[src/cpu_pkg.sv]
`default_nettype none

package cpu_pkg;

	//////////////////////////////
	// Basic word types
	//////////////////////////////

	// Data, address and instruction word
	typedef logic [15:0] word_t;
	// One of sixteen registers
	typedef logic [3:0] reg_idx_t;

	// Fetch starts here out of reset
	localparam word_t RESET_PC = 16'h0000;
	// PC step, also the scale of memory and branch offsets
	localparam word_t WORD_BYTES = 16'd2;

	// Top nibble of every instruction
	// Codes 2, 7 and D are no-ops that write nothing
	typedef enum logic [3:0] {
		OP_ADD  = 4'h0,
		OP_SUB  = 4'h1,
		OP_RSV2 = 4'h2,
		OP_XOR  = 4'h3,
		OP_SLL  = 4'h4,
		OP_SRA  = 4'h5,
		OP_ROR  = 4'h6,
		OP_RSV7 = 4'h7,
		OP_LW   = 4'h8,
		OP_SW   = 4'h9,
		OP_LHB  = 4'ha,
		OP_LLB  = 4'hb,
		OP_B    = 4'hc,
		OP_RSVD = 4'hd,
		OP_PCS  = 4'he,
		OP_HLT  = 4'hf
	} opcode_t;

	// Z is the top bit, flag masks follow the same order
	typedef struct packed {
		logic z;
		logic v;
		logic n;
	} flags_t;

	// Branch condition in bits 11:9
	typedef enum logic [2:0] {
		CC_NE     = 3'd0,
		CC_EQ     = 3'd1,
		CC_GT     = 3'd2,
		CC_LT     = 3'd3,
		CC_GE     = 3'd4,
		CC_LE     = 3'd5,
		CC_OV     = 3'd6,
		CC_UNCOND = 3'd7
	} cond_t;

	//////////////////////////////
	// Instruction views
	//////////////////////////////

	// ALU ops, rd = rs op rt (or op imm for shifts)
	typedef struct packed {
		opcode_t  op;
		reg_idx_t rd;
		reg_idx_t rs;
		reg_idx_t rt;
	} instr_reg_t;

	// LW and SW, rt is data, rs is base
	typedef struct packed {
		opcode_t    op;
		reg_idx_t   rt;
		reg_idx_t   rs;
		logic [3:0] offset;
	} instr_mem_t;

	// LHB and LLB
	typedef struct packed {
		opcode_t    op;
		reg_idx_t   rd;
		logic [7:0] imm;
	} instr_byte_t;

	// B with a 9-bit word offset
	typedef struct packed {
		opcode_t    op;
		cond_t      cond;
		logic [8:0] offset;
	} instr_br_t;

	typedef union packed {
		instr_reg_t  r;
		instr_mem_t  m;
		instr_byte_t b;
		instr_br_t   br;
	} instr_u;

endpackage

`default_nettype wire

[src/cpu_fwd_if.sv]
`timescale 1ns/10ps
`default_nettype none

interface cpu_fwd_if;
	import cpu_pkg::*;

	// Result leaving execute this cycle
	logic     ex_valid;
	reg_idx_t ex_dest;
	word_t    ex_value;

	// Value the memory stage will write back
	logic     mem_valid;
	reg_idx_t mem_dest;
	word_t    mem_value;

	modport execute (output ex_valid, ex_dest, ex_value);

	modport memory (output mem_valid, mem_dest, mem_value);

	// Decode only looks, execute wins over memory
	modport decode (
		input ex_valid, ex_dest, ex_value,
		input mem_valid, mem_dest, mem_value
	);

endinterface

`default_nettype wire

[src/cpu_alu.sv]
`timescale 1ns/10ps
`default_nettype none

module cpu_alu (
	input  wire cpu_pkg::opcode_t op,
	input  wire cpu_pkg::word_t   a,
	input  wire cpu_pkg::word_t   b,
	input  wire [3:0]             imm,
	output cpu_pkg::word_t        result,
	output cpu_pkg::flags_t       flags,
	output logic [2:0]            flag_mask
);
	import cpu_pkg::*;

	logic        sub;
	word_t       addend;
	word_t       raw;
	logic        ovf;
	word_t       sat;
	logic [31:0] rot;
	word_t       mem_off;

	// SUB is a + ~b + 1
	assign sub    = (op == OP_SUB);
	assign addend = sub ? ~b : b;
	assign raw    = a + addend + word_t'(sub);

	// Overflow when both addends agree in sign and the sum does not
	assign ovf = (a[15] == addend[15]) && (raw[15] != a[15]);
	// Clamp toward the sign of a
	assign sat = ovf ? (a[15] ? 16'h8000 : 16'h7fff) : raw;

	// Rotate by shifting a doubled copy
	assign rot = {a, a} >> imm;

	// Sign-extended offset in words, turned into bytes
	assign mem_off = {{12{imm[3]}}, imm} * WORD_BYTES;

	always_comb begin
		result    = '0;
		flag_mask = 3'b000;
		case (op)
			OP_ADD, OP_SUB: begin
				result    = sat;
				flag_mask = 3'b111;
			end
			OP_XOR: begin
				result    = a ^ b;
				flag_mask = 3'b100;
			end
			OP_SLL: begin
				result    = a << imm;
				flag_mask = 3'b100;
			end
			OP_SRA: begin
				result    = $signed(a) >>> imm;
				flag_mask = 3'b100;
			end
			OP_ROR: begin
				result    = rot[15:0];
				flag_mask = 3'b100;
			end
			// Word aligned base plus offset
			OP_LW, OP_SW: result = {a[15:1], 1'b0} + mem_off;
			default: result = '0;
		endcase
	end

	assign flags = '{z: (result == '0), v: ovf, n: result[15]};

endmodule

`default_nettype wire

[src/cpu_fetch.sv]
`timescale 1ns/10ps
`default_nettype none

module cpu_fetch (
	input  wire                    clk,
	input  wire                    arst_n,
	input  wire cpu_pkg::word_t    instr,
	input  wire cpu_pkg::opcode_t  ex_op,
	input  wire                    ex_ok,
	input  wire cpu_pkg::opcode_t  mem_op,
	input  wire                    mem_ok,
	input  wire                    br_taken,
	input  wire cpu_pkg::word_t    br_target,
	output cpu_pkg::word_t         pc,
	output logic                   stall,
	output logic                   id_valid,
	output cpu_pkg::instr_u        id_instr,
	output cpu_pkg::word_t         id_pc2
);
	import cpu_pkg::*;

	instr_u fetched;
	word_t  pc_plus2;
	logic   halt_seen;

	// Results that bypass cannot supply early enough
	// B also needs its shadow held until the redirect lands
	function automatic logic holds_decode(opcode_t op);
		return op inside {OP_B, OP_LW, OP_LHB, OP_LLB};
	endfunction

	assign fetched  = instr;
	assign pc_plus2 = pc + WORD_BYTES;

	// A fetched HLT parks the pc on itself
	assign halt_seen = (fetched.r.op == OP_HLT);

	// Two cycles of hold per hazard instruction, one per stage
	assign stall = (ex_ok && holds_decode(ex_op)) ||
		(mem_ok && holds_decode(mem_op));

	//////////////////////////////
	// Program counter
	//////////////////////////////

	// Redirect beats both the hazard hold and the halt hold
	always_ff @(posedge clk or negedge arst_n) begin
		if (!arst_n) begin
			pc <= RESET_PC;
		end else if (br_taken) begin
			pc <= br_target;
		end else if (!stall && !halt_seen) begin
			pc <= pc_plus2;
		end
	end

	//////////////////////////////
	// Fetch/decode register
	//////////////////////////////

	// Kill the word fetched in the branch shadow
	always_ff @(posedge clk or negedge arst_n) begin
		if (!arst_n) begin
			id_valid <= 1'b0;
		end else if (br_taken) begin
			id_valid <= 1'b0;
		end else if (!stall) begin
			id_valid <= 1'b1;
		end
	end

	// Word and return address, held with the pc
	always_ff @(posedge clk) begin
		if (!stall) begin
			id_instr <= fetched;
			id_pc2   <= pc_plus2;
		end
	end

endmodule

`default_nettype wire

[src/cpu_decode.sv]
`timescale 1ns/10ps
`default_nettype none

module cpu_decode (
	input  wire                    clk,
	input  wire                    arst_n,
	input  wire                    id_valid,
	input  wire cpu_pkg::instr_u   id_instr,
	input  wire cpu_pkg::word_t    id_pc2,
	input  wire                    stall,
	input  wire                    wb_we,
	input  wire cpu_pkg::reg_idx_t wb_dest,
	input  wire cpu_pkg::word_t    wb_value,
	cpu_fwd_if.decode              fwd,
	output logic                   ex_valid,
	output cpu_pkg::instr_u        ex_instr,
	output cpu_pkg::word_t         ex_pc2,
	output cpu_pkg::word_t         ex_a,
	output cpu_pkg::word_t         ex_b
);
	import cpu_pkg::*;

	// Sixteen general registers
	word_t    rf [16];
	// Source numbers and resolved operands, index 0 is a, 1 is b
	reg_idx_t src [2];
	word_t    opnd [2];

	//////////////////////////////
	// Register file
	//////////////////////////////

	// r0 gets written like any other, reads mask it to zero
	always_ff @(posedge clk) begin
		if (wb_we) begin
			rf[wb_dest] <= wb_value;
		end
	end

	//////////////////////////////
	// Operand select and bypass
	//////////////////////////////

	always_comb begin
		// First source is always bits 7:4
		src[0] = id_instr.r.rs;
		// Opcodes 0 to 7 read rt, the rest read bits 11:8
		// (SW data, old rd for LHB and LLB)
		src[1] = id_instr.r.op[3] ? id_instr.m.rt : id_instr.r.rt;

		for (int i = 0; i < 2; i++) begin
			if (src[i] == '0) begin
				opnd[i] = '0;
			end else if (fwd.ex_valid && (fwd.ex_dest == src[i])) begin
				// Youngest result first
				opnd[i] = fwd.ex_value;
			end else if (fwd.mem_valid && (fwd.mem_dest == src[i])) begin
				opnd[i] = fwd.mem_value;
			end else if (wb_we && (wb_dest == src[i])) begin
				// Write-through of this cycle's write-back
				opnd[i] = wb_value;
			end else begin
				opnd[i] = rf[src[i]];
			end
		end
	end

	//////////////////////////////
	// Decode/execute register
	//////////////////////////////

	// Stall turns this slot into a bubble
	always_ff @(posedge clk or negedge arst_n) begin
		if (!arst_n) begin
			ex_valid <= 1'b0;
		end else begin
			ex_valid <= id_valid && !stall;
		end
	end

	always_ff @(posedge clk) begin
		ex_instr <= id_instr;
		ex_pc2   <= id_pc2;
		ex_a     <= opnd[0];
		ex_b     <= opnd[1];
	end

endmodule

`default_nettype wire

[src/cpu_execute.sv]
`timescale 1ns/10ps
`default_nettype none

module cpu_execute (
	input  wire                  clk,
	input  wire                  arst_n,
	input  wire                  ex_valid,
	input  wire cpu_pkg::instr_u ex_instr,
	input  wire cpu_pkg::word_t  ex_pc2,
	input  wire cpu_pkg::word_t  ex_a,
	input  wire cpu_pkg::word_t  ex_b,
	cpu_fwd_if.execute           fwd,
	output logic                 br_taken,
	output cpu_pkg::word_t       br_target,
	output logic                 mem_valid,
	output cpu_pkg::instr_u      mem_instr,
	output cpu_pkg::word_t       mem_pc2,
	output cpu_pkg::word_t       mem_result,
	output cpu_pkg::word_t       mem_store
);
	import cpu_pkg::*;

	opcode_t    op;
	word_t      alu_result;
	flags_t     alu_flags;
	logic [2:0] flag_mask;
	flags_t     flags_q;
	logic       cond_met;
	logic       fwd_op;

	assign op = ex_instr.r.op;

	// Bits 3:0 are both shift amount and memory offset
	cpu_alu alu_i (
		.op        (op),
		.a         (ex_a),
		.b         (ex_b),
		.imm       (ex_instr.m.offset),
		.result    (alu_result),
		.flags     (alu_flags),
		.flag_mask (flag_mask)
	);

	// Only bits named by the mask move
	always_ff @(posedge clk or negedge arst_n) begin
		if (!arst_n) begin
			flags_q <= '0;
		end else if (ex_valid) begin
			flags_q <= flags_t'((flags_q & ~flag_mask) | (alu_flags & flag_mask));
		end
	end

	//////////////////////////////
	// Branch
	//////////////////////////////

	always_comb begin
		cond_met = 1'b0;
		case (ex_instr.br.cond)
			CC_NE:     cond_met = !flags_q.z;
			CC_EQ:     cond_met = flags_q.z;
			CC_GT:     cond_met = !flags_q.z && !flags_q.n;
			CC_LT:     cond_met = flags_q.n;
			CC_GE:     cond_met = flags_q.z || !flags_q.n;
			CC_LE:     cond_met = flags_q.z || flags_q.n;
			CC_OV:     cond_met = flags_q.v;
			CC_UNCOND: cond_met = 1'b1;
			default:   cond_met = 1'b0;
		endcase
	end

	assign br_taken  = ex_valid && (op == OP_B) && cond_met;
	// Relative to the next instruction
	assign br_target = ex_pc2 + {{7{ex_instr.br.offset[8]}}, ex_instr.br.offset} * WORD_BYTES;

	// PCS rides along so a reader right behind it sees pc+2
	assign fwd_op = op inside {OP_ADD, OP_SUB, OP_XOR, OP_SLL, OP_SRA, OP_ROR, OP_PCS};

	assign fwd.ex_valid = ex_valid && fwd_op;
	assign fwd.ex_dest  = ex_instr.r.rd;
	assign fwd.ex_value = (op == OP_PCS) ? ex_pc2 : alu_result;

	// Execute/memory register
	always_ff @(posedge clk or negedge arst_n) begin
		if (!arst_n) begin
			mem_valid <= 1'b0;
		end else begin
			mem_valid <= ex_valid;
		end
	end

	always_ff @(posedge clk) begin
		mem_instr  <= ex_instr;
		mem_pc2    <= ex_pc2;
		mem_result <= alu_result;
		mem_store  <= ex_b;
	end

endmodule

`default_nettype wire

[src/cpu_memory.sv]
`timescale 1ns/10ps
`default_nettype none

module cpu_memory (
	input  wire                  clk,
	input  wire                  arst_n,
	input  wire                  mem_valid,
	input  wire cpu_pkg::instr_u mem_instr,
	input  wire cpu_pkg::word_t  mem_pc2,
	input  wire cpu_pkg::word_t  mem_result,
	input  wire cpu_pkg::word_t  mem_store,
	input  wire cpu_pkg::word_t  dmem_rdata,
	cpu_fwd_if.memory            fwd,
	output cpu_pkg::word_t       dmem_addr,
	output cpu_pkg::word_t       dmem_wdata,
	output logic                 dmem_wr,
	output logic                 wb_we,
	output cpu_pkg::reg_idx_t    wb_dest,
	output cpu_pkg::word_t       wb_value,
	output logic                 hlt
);
	import cpu_pkg::*;

	opcode_t op;
	logic    writes_reg;
	word_t   wb_sel;
	logic    wb_hlt;

	assign op = mem_instr.r.op;

	// Everything with a destination in bits 11:8
	assign writes_reg = op inside {OP_ADD, OP_SUB, OP_XOR, OP_SLL, OP_SRA, OP_ROR,
		OP_LW, OP_LHB, OP_LLB, OP_PCS};

	// Data port, address from the ALU
	assign dmem_addr  = mem_result;
	assign dmem_wdata = mem_store;
	assign dmem_wr    = mem_valid && (op == OP_SW);

	// mem_store holds old rd for the byte loads
	always_comb begin
		case (op)
			OP_LW:   wb_sel = dmem_rdata;
			OP_LHB:  wb_sel = {mem_instr.b.imm, mem_store[7:0]};
			OP_LLB:  wb_sel = {mem_store[15:8], mem_instr.b.imm};
			OP_PCS:  wb_sel = mem_pc2;
			default: wb_sel = mem_result;
		endcase
	end

	assign fwd.mem_valid = mem_valid && writes_reg;
	assign fwd.mem_dest  = mem_instr.r.rd;
	assign fwd.mem_value = wb_sel;

	//////////////////////////////
	// Memory/write-back register
	//////////////////////////////

	always_ff @(posedge clk or negedge arst_n) begin
		if (!arst_n) begin
			wb_we  <= 1'b0;
			wb_hlt <= 1'b0;
		end else begin
			wb_we  <= mem_valid && writes_reg;
			wb_hlt <= mem_valid && (op == OP_HLT);
		end
	end

	always_ff @(posedge clk) begin
		wb_dest  <= mem_instr.r.rd;
		wb_value <= wb_sel;
	end

	// Sticky once an HLT leaves write-back
	always_ff @(posedge clk or negedge arst_n) begin
		if (!arst_n) begin
			hlt <= 1'b0;
		end else if (wb_hlt) begin
			hlt <= 1'b1;
		end
	end

endmodule

`default_nettype wire

[src/cpu.sv]
`timescale 1ns/10ps
`default_nettype none

module cpu (
	input  wire                  clk,
	input  wire                  arst_n,
	output wire cpu_pkg::word_t  pc,
	input  wire cpu_pkg::word_t  instr,
	output wire cpu_pkg::word_t  dmem_addr,
	output wire cpu_pkg::word_t  dmem_wdata,
	output wire                  dmem_wr,
	input  wire cpu_pkg::word_t  dmem_rdata,
	output wire                  hlt
);
	import cpu_pkg::*;

	// Hazard hold and branch redirect
	logic     stall;
	logic     br_taken;
	word_t    br_target;

	// Fetch to decode
	logic     id_valid;
	instr_u   id_instr;
	word_t    id_pc2;

	// Decode to execute
	logic     ex_valid;
	instr_u   ex_instr;
	word_t    ex_pc2;
	word_t    ex_a;
	word_t    ex_b;

	// Execute to memory
	logic     mem_valid;
	instr_u   mem_instr;
	word_t    mem_pc2;
	word_t    mem_result;
	word_t    mem_store;

	// Register file write port
	logic     wb_we;
	reg_idx_t wb_dest;
	word_t    wb_value;

	cpu_fwd_if fwd_if ();

	//////////////////////////////
	// Stages
	//////////////////////////////

	// Fetch sees the opcodes of execute and memory for the hazard rule
	cpu_fetch fetch_i (
		.clk       (clk),
		.arst_n    (arst_n),
		.instr     (instr),
		.ex_op     (ex_instr.r.op),
		.ex_ok     (ex_valid),
		.mem_op    (mem_instr.r.op),
		.mem_ok    (mem_valid),
		.br_taken  (br_taken),
		.br_target (br_target),
		.pc        (pc),
		.stall     (stall),
		.id_valid  (id_valid),
		.id_instr  (id_instr),
		.id_pc2    (id_pc2)
	);

	cpu_decode decode_i (
		.clk      (clk),
		.arst_n   (arst_n),
		.id_valid (id_valid),
		.id_instr (id_instr),
		.id_pc2   (id_pc2),
		.stall    (stall),
		.wb_we    (wb_we),
		.wb_dest  (wb_dest),
		.wb_value (wb_value),
		.fwd      (fwd_if),
		.ex_valid (ex_valid),
		.ex_instr (ex_instr),
		.ex_pc2   (ex_pc2),
		.ex_a     (ex_a),
		.ex_b     (ex_b)
	);

	cpu_execute execute_i (
		.clk        (clk),
		.arst_n     (arst_n),
		.ex_valid   (ex_valid),
		.ex_instr   (ex_instr),
		.ex_pc2     (ex_pc2),
		.ex_a       (ex_a),
		.ex_b       (ex_b),
		.fwd        (fwd_if),
		.br_taken   (br_taken),
		.br_target  (br_target),
		.mem_valid  (mem_valid),
		.mem_instr  (mem_instr),
		.mem_pc2    (mem_pc2),
		.mem_result (mem_result),
		.mem_store  (mem_store)
	);

	// Data port and write-back both come out of memory
	cpu_memory memory_i (
		.clk        (clk),
		.arst_n     (arst_n),
		.mem_valid  (mem_valid),
		.mem_instr  (mem_instr),
		.mem_pc2    (mem_pc2),
		.mem_result (mem_result),
		.mem_store  (mem_store),
		.dmem_rdata (dmem_rdata),
		.fwd        (fwd_if),
		.dmem_addr  (dmem_addr),
		.dmem_wdata (dmem_wdata),
		.dmem_wr    (dmem_wr),
		.wb_we      (wb_we),
		.wb_dest    (wb_dest),
		.wb_value   (wb_value),
		.hlt        (hlt)
	);

endmodule

`default_nettype wire

[config.mk]
export PLATFORM = sky130hd
export DESIGN_NAME = cpu
export DESIGN_NICKNAME = d
export VERILOG_FILES = /design/src/cpu_pkg.sv /design/src/cpu_fwd_if.sv /design/src/cpu_alu.sv /design/src/cpu_fetch.sv /design/src/cpu_decode.sv /design/src/cpu_execute.sv /design/src/cpu_memory.sv /design/src/cpu.sv
export SDC_FILE = /design/constraint.sdc
export NUM_CORES = 1
export LEC_CHECK = 0
export ABC_AREA = 0
export BUFFER_PORTS_ARGS = -buffer_cell sky130_fd_sc_hd__buf_2
export CAP_MARGIN = 40
export CORE_MARGIN = 2
export CORE_UTILIZATION = 52
export CTS_BUF_LIST = sky130_fd_sc_hd__clkbuf_4 sky130_fd_sc_hd__clkbuf_8
export DETAILED_ROUTE_END_ITERATION = 7
export GPL_TIMING_DRIVEN = 0
export PLACE_DENSITY = 0.78
export REMOVE_ABC_BUFFERS = 1
export SLEW_MARGIN = 5
export SYNTH_ARGS = -nofsm -noshare
export SYNTH_HDL_FRONTEND = slang
export SYNTH_SLANG_ARGS = --single-unit
export TNS_END_PERCENT = 5
[constraint.sdc]
create_clock -name clk -period 8.55 [get_ports clk]
set_input_delay 0.4275 -clock clk [delete_from_list [all_inputs] [get_ports clk]]
set_output_delay 0.4275 -clock clk [all_outputs]
set_load 0.02 [all_outputs]
# Word-level counts from Yosys, hierarchy flattened
# Memories as Yosys holds them, arrays and structs flattened. A register that Yosys moved wholly into a read port is not among the register bits.
# Index checks and enable logic that the tools add are counted.
# word_totals
regBits	205
mem_bits_rw	256
inputBits	34
output_inout_bits	50
word_cells	138
n_memories	1
# mem_list
name	words	width	read_ports	rd_clocked_by_memory_dff	wr	line_no	text
decode_i.rf	16	16	2	1	1	cpu_decode.sv:24	word_t rf [16];
# op_classes
n_addsub	5
n_eq_ne	40
shifts	3
n_mux	22
n_bitwise	6
reduce_logical	39
# op_table
cell	count
2-to-1 mux 16 bit	12
one-hot mux 16 bit (6 select lines)	1
one-hot mux 16 bit (4 select lines)	1
equality test 4 bit (second input constant)	14
adder 16 bit	3
right shift 32 x 4 -> 16 bit	1
equality test 4 x 3 -> 1 bit (second input constant)	6
equality test 4 bit	6
logical AND 1 bit	18
adder 16 x 1 -> 16 bit	1
adder 16 x 2 -> 16 bit (second input constant)	1
zero test 16 bit	1
zero test 4 bit	4
inverter 16 bit	1
<< shifter 16 x 4 -> 16 bit	1
>>> shifter 16 x 4 -> 16 bit	1
bitwise XOR 16 bit	1
equality test 3 bit (second input constant)	4
nonzero test 10 bit	1
equality test 4 x 1 -> 1 bit (second input constant)	2
equality test 4 x 2 -> 1 bit (second input constant)	2
2-to-1 mux 4 bit	2
one-hot mux 1 bit (8 select lines)	1
nonzero test 4 bit	2
17 further kinds	28

# Logic depth before layout (Yosys ltp)
# Gate-level depths: netlist (run 1).
# depth
depth_word	11
depth_mapped	16
mapped_depth_nobuf	13

# Hierarchy
# From an unflattened synthesis (run 1), not the netlist that was laid out.
# hier_totals
hier_cells	2106
hier_area_um2	25186.7
# by_module_without_submodules
mod	n_inst	cells_per_inst	area_per_inst_um2	seq_area_each_um2
cpu_decode	1	946	14701.6	8993.6
cpu_alu	1	595	4299.1	0.0
cpu_execute	1	200	2398.6	1381.3
cpu_fetch	1	179	2198.4	1386.3
cpu_memory	1	186	1589.0	475.5

# Worst setup path before layout (run 1)
# No wires, ideal clock.
# synth_path
path_kind	reg2reg
start	register decode_i.ex_instr[13] (netlist bit)
end	register fetch_i.pc[5]
setup_time_ns	0.136
t_arrival_ns	4.158
t_required_ns	8.414
setup_slack_ns	4.256
path_stages_with_launch	12
path_buffers	4
period_less_slack_ns	4.294
path_cell_list	dfxtp_1 -> clkbuf_1 -> buf_1 -> a211oi_1 -> a41oi_1 -> and2_0 -> clkbuf_1 -> clkbuf_1 -> nand2_1 -> xnor2_1 -> nand2_1 -> o31ai_1
# synth_between
elab_chain_cells	7
elab_cells_between_ends	13
cone_classes	eq/ne (4); mux (1); reduce/logical (8)
# synth_lines
item	line_no	text
from (decl)	cpu_decode.sv:16	output cpu_pkg::instr_u ex_instr,
from (signal assigned)	cpu_decode.sv:82	ex_instr <= id_instr;
equality test 4 bit (on tied branches)	cpu_fetch.sv:29, cpu_execute.sv:72	
nonzero test 4 bit	cpu_fetch.sv:29	return op inside {OP_B, OP_LW, OP_LHB, OP_LLB};
logical AND 1 bit	cpu_fetch.sv:39	assign stall = (ex_ok && holds_decode(ex_op)) ||
logical OR 1 bit	cpu_fetch.sv:39	
zero test 1 bit	cpu_fetch.sv:52	end else if (!stall && !halt_seen) begin
logical AND 1 bit	cpu_fetch.sv:52	
nonzero test 2 bit (no line)	n/a	
to (signal assigned)	cpu_fetch.sv:51	pc <= br_target;
to (signal assigned)	cpu_fetch.sv:53	pc <= pc_plus2;
to (decl)	cpu_fetch.sv:14	output cpu_pkg::word_t pc,
# Several ways; a longest one is shown, not always the timed one.
# A chain may end at the register's enable or synchronous reset.

# Worst setup path after layout (run 1)
# layout_path
start	register decode_i.ex_instr[12] (netlist bit)
end	register decode_i.ex_b[3]
# layout_between
elab_chain_cells	10
elab_cells_between_ends	24
cone_classes	add/sub (2); eq/ne (10); mux (5); reduce/logical (7)
# layout_lines
item	line_no	text
equality test 4 x 1 -> 1 bit	cpu_alu.sv:24, cpu_alu.sv:42	
2-to-1 mux 16 bit	cpu_alu.sv:25	assign addend = sub ? ~b : b;
adder 16 bit	cpu_alu.sv:26	assign raw = a + addend + word_t'(sub);
adder 16 x 1 -> 16 bit	cpu_alu.sv:26	
inequality test 1 bit	cpu_alu.sv:29	assign ovf = (a[15] == addend[15]) && (raw[15] != a[15]);
logical AND 1 bit	cpu_alu.sv:29	
2-to-1 mux 16 bit	cpu_alu.sv:31	assign sat = ovf ? (a[15] ? 16'h8000 : 16'h7fff) : raw;
one-hot mux 16 bit (6 select lines) (*)	cpu_alu.sv:42	case (op)
net execute_i.alu_i.result[3]	cpu_alu.sv:9	output cpu_pkg::word_t result,
2-to-1 mux 16 bit (*)	cpu_execute.sv:81	assign fwd.ex_value = (op == OP_PCS) ? ex_pc2 : alu_result;
2-to-1 mux 16 bit (*)	cpu_decode.sv:54	end else if (fwd.ex_valid && (fwd.ex_dest == src[i])) begin
to (signal assigned)	cpu_decode.sv:85	ex_b <= opnd[1];
to (decl)	cpu_decode.sv:19	output cpu_pkg::word_t ex_b
# The timed path passes the listed nets; every way through them passes the cells marked *.

==> results of run 1 <==
-- worst max-delay path, stage by stage (launching register included) --
cell and delay (ns):
dfxtp_1 0.87, nor4b_4 0.66, buf_6 0.27, xor2_1 0.22
ha_1 0.29, a21o_1 0.19, a211oi_1 0.35, a21oi_1 0.23
and3_2 0.30, or3_1 0.50, a32oi_1 0.61, mux2i_1 0.26
or2_2 0.33, a21oi_1 0.13
-- power by group through the flow --
stage	clock [mW]	sequential [mW]	combinational (mW)
6_report	1.83	4.31	7.24
5_1_grt	1.93	4.36	7.70
4_1_cts	1.84	4.27	7.05
3_5_place_dp	0	4.31	6.98
3_3_place_gp	0	4.46	6.45
2_1_floorplan	0	4.06	4.59
-- per-layer routing --
metal	vias to the layer above	routed length [um]	GRT usage, %
met5	-	0	0
met4	0	4650	18.0
met3	296	8970	5.78
met2	1468	36300	49.6
met1	9610	27900	39.5
li1	8532	-	-
-- placed cells by master, fill, tap and decap left out, types with 12 or more instances in the layout --
cell | synthesis | layout
nor2_1 | 95 | 83
dfxtp_1 | 152 | 145
xnor2_1 | 48 | 48
ha_1 | 45 | 45
dfrtp_1 | 25 | 25
mux2i_1 | 46 | 43
buf_2 | 5 | 85
inv_1 | 34 | 34
clkbuf_8 | 0 | 76
o21ai_0 | 65 | 65
a31oi_1 | 25 | 25
a21o_1 | 14 | 14
xor2_1 | 54 | 54
nor3_1 | 50 | 45
nand2_1 | 387 | 387
nand3_1 | 133 | 133
a21oi_1 | 79 | 79
clkbuf_4 | 0 | 40
o21a_1 | 13 | 13
buf_16 | 0 | 15
edfxtp_1 | 288 | 288
mux4_2 | 101 | 101
nand2b_1 | 21 | 21
a22oi_1 | 36 | 36
and3_1 | 49 | 49
a211oi_1 | 17 | 17
mux2_2 | 45 | 44
a311oi_1 | 36 | 36
o211ai_1 | 33 | 33
buf_8 | 1 | 17
nor2_2 | 0 | 12
buf_4 | 3 | 14
-- layout make-up --
cell class	count	share of cell area, %
clock buffer	116	4.83
tap	607	2.72
timing repair buffer	158	5.49
antenna	1	0.00897
clock inverter	9	0.161
sequential	465	44.2
multi-input combinational	1571	42.1
inverter	35	0.471
-- sequential cells by signal, indices dropped and copies added, names as in the netlist, 4 cells and up, named ones only --
name,cells
decode_i.ex_a,16
decode_i.ex_b,16
decode_i.ex_instr,16
decode_i.ex_pc2,16
decode_i.rf,256
execute_i.mem_instr,16
execute_i.mem_pc2,16
execute_i.mem_result,16
execute_i.mem_store,16
fetch_i.id_instr,16
fetch_i.id_pc2,16
fetch_i.pc,16
memory_i.wb_dest,4
memory_i.wb_value,16
-- per-stage QoR --
stage          instances  setup slack [ns]  util (%)  total power, mW  hold slack [ns]
2_1_floorplan       2071              1.46         -             8.65            0.132
3_3_place_gp        2761             -2.47      54.0             10.9            0.324
3_5_place_dp        2824              3.45      56.5             11.3            0.327
4_1_cts             2960              3.40      59.8             13.2          0.00186
5_1_grt             2962              3.01      59.8             14.0           0.0191
6_report            2962              3.23      59.8             13.4           0.0332
-- worst max-delay path by stage --
stage               slack (ns)                end                  start  cells after the start
finish                    3.23   decode_i.ex_b[3]  decode_i.ex_instr[12]                     13
global route              3.01   decode_i.ex_b[1]  decode_i.ex_instr[12]                     13
CTS                       3.40           register  decode_i.ex_instr[12]                     13
detailed placement        3.45  decode_i.ex_a[13]  decode_i.ex_instr[12]                     13
global placement         -2.47  decode_i.ex_b[13]   fetch_i.id_instr[15]                      7
floorplan                 1.46  decode_i.ex_b[10]   fetch_i.id_instr[15]                      7
-- cells by family (layout without fill, tap and decap cells) --
family / count (synthesis) / after routing
simple gates: 820 / 820
flops: 465 / 465
compound gates: 400 / 400
mux: 201 / 201
buf+inv: 197 / 318
xor+xnor: 102 / 102
fa+ha+maj: 48 / 48
other cells: 0 / 1
-- what timing repair did --
item                                   in CTS  in global routing
endpoints found under the hold margin      35                  0
buffers inserted                            0                  0
hold buffers                               11                  0
==> metrics.md, run 1 <==
| Metric | Value |
|---|---|
| Outcome | `finished, final reports clean` |
| Clock Sinks | `465` |
| DR iter-0 viols | `3119` |
| First-pass GRT wire length | `116000 um` |
| Largest net degree at the start of global routing | `131` |
| Multi-input gate area | `11700 um^2` |
| Post-synthesis compound-gate area fraction | `11.2%` |
| Die ar. | `49200 um^2` |
| Max Freq | `188 MHz` |
| Final Cell Area | `27900 um^2` |
| Post-synth top cells | `nand2_1 (387), edfxtp_1 (288), dfxtp_1 (152)` |
| Clk_lat worst skew | `0.61 ns` |
| CTS Buf Count | `70` |
| Worst r2r path cells | `13` |
| CP endpoint kind | `register` |
| GRT overflow | `0` |
| R2R Path Start | `decode_i.ex_instr[12]` |
| Fin crit period | `5.32 ns` |
| Worst R2R End | `decode_i.ex_b[3]` |
| Hold Crit Class | `in -> reg` |
| Switching pwr | `6.14 mW` |
| ANT nets after route | `0` |
| Pleak | `10.5 nW` |
| Synth warn | `0` |
| Share of the synthesized area in the top cell type | `35.1%` |
| Critical Path AT | `5.84 ns` |
| Via count | `19906` |
| Synth Cell Area | `24700 um^2` |
| Max-slew violation count | `0` |
| Worst path required time | `9.07 ns` |
| CTS clk-pin slew, worst paths | `0.07 ns` |
| Area share of fa/ha/maj cells after synthesis | `2.53%` |
| Hold Path Stages | `1` |
| Placed Area | `26400 um^2` |
| Area Overhead vs Synth | `13.1%` |
| Number of synthesized register bits | `465` |
| Mux contribution to synthesized area | `14.0%` |
| Measured slew at the worst slew-check pin | `1.00 ns` |
| Clock root buffer master | `clkbuf_8` |
| CP startpoint kind | `register` |
| Post-synth ARST share | `5.38%` |
| Power per Cell Area | `480 nW/um^2` |
| Maximum fanout along the worst path | `19` |
| Simple-gate share of the synthesized area | `15.4%` |
| Antenna violations before repair | `1` |
| Drt total wl | `77800 um` |
| Switch share | `45.9%` |
| Synth Area in XOR/XNOR | `3.62%` |
| # setup viols final | `0` |
| Final cycle utilization of the critical path | `62.2%` |
| Residual DRC | `0` |
| Number of synthesized flops with an enable pin | `288` |
| Synth top area cells | `edfxtp_1 (35%), dfxtp_1 (12%), mux4_2 (9.2%)` |
| Sequential share of power | `32.2%` |
| Vias per cell | `6.72` |
| Unique masters post-synth | `88` |
| Setup TNS | `0 ns` |
| Starting Density | `52.9%` |
| Comb power frac | `54.1%` |
| Gr usage total | `30.9%` |
| Hold_sp | `instr[12]` |
| WL/cell | `26.3 um` |
| Hold Vio Cnt, Final | `0` |
| Core area | `46700 um^2` |
| Post-CTS Resized | `0` |
| Crit Path Class | `reg -> reg` |
| First-pass detailed-route iteration total | `6` |
| Worst Hold Endpoint | `fetch_i.id_instr[12]` |
| Most frequent cell after synthesis | `nand2_1` |
| Number of global-route vias before repair | `19526` |
| Die Span Y | `222 um` |
| Max clock buf depth | `3` |
| Proportion of layout cells with a drive suffix above 1 | `20.4%` |
| Int Pwr | `7.24 mW` |
| TritonCTS clock tree | `done` |
| Post-Syn Instances | `2233` |
| Most used flip-flop cell after synthesis | `edfxtp_1` |
| Main combinational cell family by area after synthesis | `simple AND/OR/NAND/NOR gates` |
| Nets@finish | `2383` |
| Layout Skew | `0.0303 ns` |
| Slew headroom | `32.9%` |
| R2r setup slk | `3.23 ns` |
| Ports | `84` |
| Fillers | `3557` |
| H-tree Lvls | `3` |
| Port buffer count | `83` |
| Syn Area/Cell | `11.0 um^2` |
| Die width | `222 um` |
| Synth area leader | `edfxtp_1` |
| GPL Wtd Cong | `0.984` |
| RSZ-0062 raised after global routing | `no` |
| MaxCap Viol Count | `0` |
| Dpl hpwl | `52300 um` |
| Post-synthesis sequential area ratio | `49.9%` |
| Part of the power in the clock network | `13.6%` |
| Sequential standard cell area | `12300 um^2` |
| Row cnt | `79` |
| Maximum VDD drop | `0.000526 V` |
Note: power is estimated with default switching activity, not from simulation.
==> run 2: changes to the inputs <==
- ABC_AREA: 0 -> 1
- PLACE_DENSITY: 0.78 -> 0.8
- clock period: 8.55 -> 4.5 ns (I/O delays scaled with it)
==> run 2 against run 1 <==
Against the previous run:
- final area down 1.8%
- global-route usage increased by 2.1 points
- critical path depth increased by 1
- clock skew increased by 0.0030 ns
- core utilization is 0.84 points lower
- register-to-register slack lost 3.0 ns
==> metrics.md, run 2 <==
| Metric | Value |
|---|---|
| Ports | `84` |
| Worst Hold Endpoint | `memory_i.wb_value[14]` |
| Outcome | `finished, final reports clean` |
| Die Span Y | `221 um` |
| Largest net degree at the start of global routing | `118` |
| Crit Path Class | `reg -> reg` |
| Post-synthesis sequential area ratio | `50.5%` |
| First-pass GRT wire length | `122000 um` |
| Clk_lat worst skew | `0.63 ns` |
| Post-synth ARST share | `5.38%` |
| CTS Buf Count | `74` |
| H-tree Lvls | `3` |
| Maximum fanout along the worst path | `55` |
| Gr usage total | `33.1%` |
| WL/cell | `22.5 um` |
| MaxCap Viol Count | `0` |
| Most used flip-flop cell after synthesis | `edfxtp_1` |
| Dpl hpwl | `54800 um` |
| Worst r2r path cells | `14` |
| CP startpoint kind | `register` |
| Final Worst Setup Slack | `0.186 ns` |
| TritonCTS clock tree | `done` |
| Hold Crit Class | `in -> reg` |
| GRT overflow | `0` |
| Hold_sp | `dmem_rdata[14]` |
| R2R Path Start | `fetch_i.id_instr[15]` |
| CTS clk-pin slew, worst paths | `0.06 ns` |
| Residual DRC | `0` |
| R2r setup slk | `0.19 ns` |
| Antenna violations before repair | `3` |
| Hold Path Stages | `3` |
| Number of synthesized register bits | `465` |
| Starting Density | `52.5%` |
| First-pass detailed-route iteration total | `7` |
| ANT nets after route | `0` |
| Area Overhead vs Synth | `12.2%` |
| Critical Path AT | `4.82 ns` |
| Post-synth top cells | `nand2_1 (430), o21ai_0 (398), edfxtp_1 (288)` |
| Largest Register | `decode_i.rf` |
| Die width | `221 um` |
| Vias per cell | `6.36` |
| Clock root buffer master | `clkbuf_8` |
| Post-Syn Instances | `2865` |
| Max-slew violation count | `0` |
| Max clock buf depth | `3` |
| Final Util | `58.9%` |
| Final Cell Area | `27400 um^2` |
| Clock Sinks | `465` |
| Proportion of layout cells with a drive suffix above 1 | `10.5%` |
| Hold Vio Cnt, Final | `0` |
| Commonest non-fill, non-tap cells in the layout | `nand2_1 (429), o21ai_0 (398), edfxtp_1 (288)` |
| Die ar. | `48700 um^2` |
| # setup viols final | `0` |
| Worst path required time | `5.01 ns` |
| Synth Cell Area | `24400 um^2` |
| Slew headroom | `36.0%` |
| Number of synthesized flops with an enable pin | `288` |
| Synth warn | `0` |
| Setup Fix Bufs, Post-CTS | `0` |
| Most frequent cell after synthesis | `nand2_1` |
| Place WS | `0.307 ns` |
| Hold Slack | `0.117 ns` |
| Syn Area/Cell | `8.52 um^2` |
| Share of the synthesized area in the top cell type | `35.4%` |
| Layout Skew | `0.0332 ns` |
| DR iter-0 viols | `2818` |
| Core area | `46500 um^2` |
| Port buffer count | `83` |
| GPL Wtd Cong | `1.04` |
| Via count | `22797` |
| Final cycle utilization of the critical path | `95.9%` |
| Fin crit period | `4.31 ns` |
| Nets@finish | `3003` |
| Unique masters post-synth | `57` |
| Drt total wl | `80700 um` |
| Row cnt | `79` |
| Worst R2R End | `decode_i.ex_b[0]` |
| Post-CTS Resized | `0` |
| Commonest non-fill, non-tap cell in the layout | `nand2_1` |
| Max reg flops | `256` |
| CP endpoint kind | `register` |
| Measured slew at the worst slew-check pin | `0.959 ns` |
| Synth top area cells | `edfxtp_1 (35%), dfxtp_1 (12%), o21ai_0 (8.2%)` |
| RSZ-0062 raised after global routing | `no` |
| Max Freq | `232 MHz` |
| Synth area leader | `edfxtp_1` |
| Placed Area | `25700 um^2` |
| Number of global-route vias before repair | `21740` |
==> run 2: cell types whose count changed in the layout (fill, tap and decap cells not counted), sizes merged, moves of 48 or more <==
cell / previous run / this run
o21ai: 68 / 424
inv: 35 / 277
a21oi: 79 / 258
nor2: 95 / 235
mux4: 109 / 0
nand3: 134 / 211
nand2: 387 / 438
and3: 50 / 2
==> run 2: layout make-up <==
| type | count | area (um^2) |
|---|---|---|
| diodes | 1 | 2.50 |
| clock buffers | 108 | 1320 |
| clock inverters | 22 | 155 |
| fillers | 3844 | 19100 |
| inverters | 279 | 1050 |
| multi-input cells | 1964 | 10400 |
| flip-flops and latches | 465 | 12300 |
| well taps | 607 | 759 |
| repair buffers | 137 | 1330 |
==> run 2: worst max path at each step <==
| stage | start | to | slack (ns) |
|---|---|---|---|
| 6_report | fetch_i.id_instr[15] | decode_i.ex_b[0] | 0.19 |
| 5_1_grt | fetch_i.id_instr[15] | decode_i.ex_b[0] | 0.02 |
| 4_1_cts | fetch_i.id_instr[15] | decode_i.ex_b[0] | 0.31 |
| 3_5_place_dp | fetch_i.id_instr[15] | decode_i.ex_b[0] | 0.31 |
| 3_3_place_gp | register | decode_i.ex_a[0] | -5.20 |
| 2_1_floorplan | register | decode_i.ex_a[13] | -1.40 |
==> run 2: routing by layer <==
layer  vias to the layer above  wire length (um)  GRT usage, %  part of all wire, %
li1                      10151                 -             -                    -
met1                     10550             29200          42.4                   36
met2                      1721             36200          52.0                   45
met3                       371             10100          6.82                   13
met4                         4              5150          19.2                  6.4
met5                         -                23             0                0.028
==> run 2: cells by family after synthesis <==
family                     share of synthesized area [%]
DFF                                                 50.5
muxes                                              0.328
buffers and inverters                               7.04
adders and majority gates                           2.55
AOI/OAI and AO/OA                                   20.3
xor gates and xnor gates                            2.69
and+or+nand+nor                                     16.6
==> run 2: what timing repair did <==
item,in CTS,in global routing
endpoints found under the hold margin,45,0
endpoints found under the setup margin,0,0
hold buffers,17,0
==> run 2: worst max-delay path: stages (launching register included) <==
cell      delay, ns
edfxtp_1       0.58
inv_2          0.14
nand2_1        0.07
nand2_2        0.46
clkinv_2       0.65
buf_12         0.40
o22ai_1        0.19
a21oi_1        0.07
nand2_1        0.63
buf_16         0.24
nand4_1        0.22
o211ai_1       0.19
a21oi_1        0.13
o21ai_1        0.13
inv_1          0.05
==> run 2: metrics by stage <==
stage               TNS [ns]  instances
finish                     0       3583
global route               0       3582
CTS                        0       3581
detailed placement         0       3434
global placement     -135.05       3398
floorplan             -22.61       2708
Power of run 2 is not shown: default switching activity piles up to over one toggle a cycle in this logic, so the estimate is an artifact.
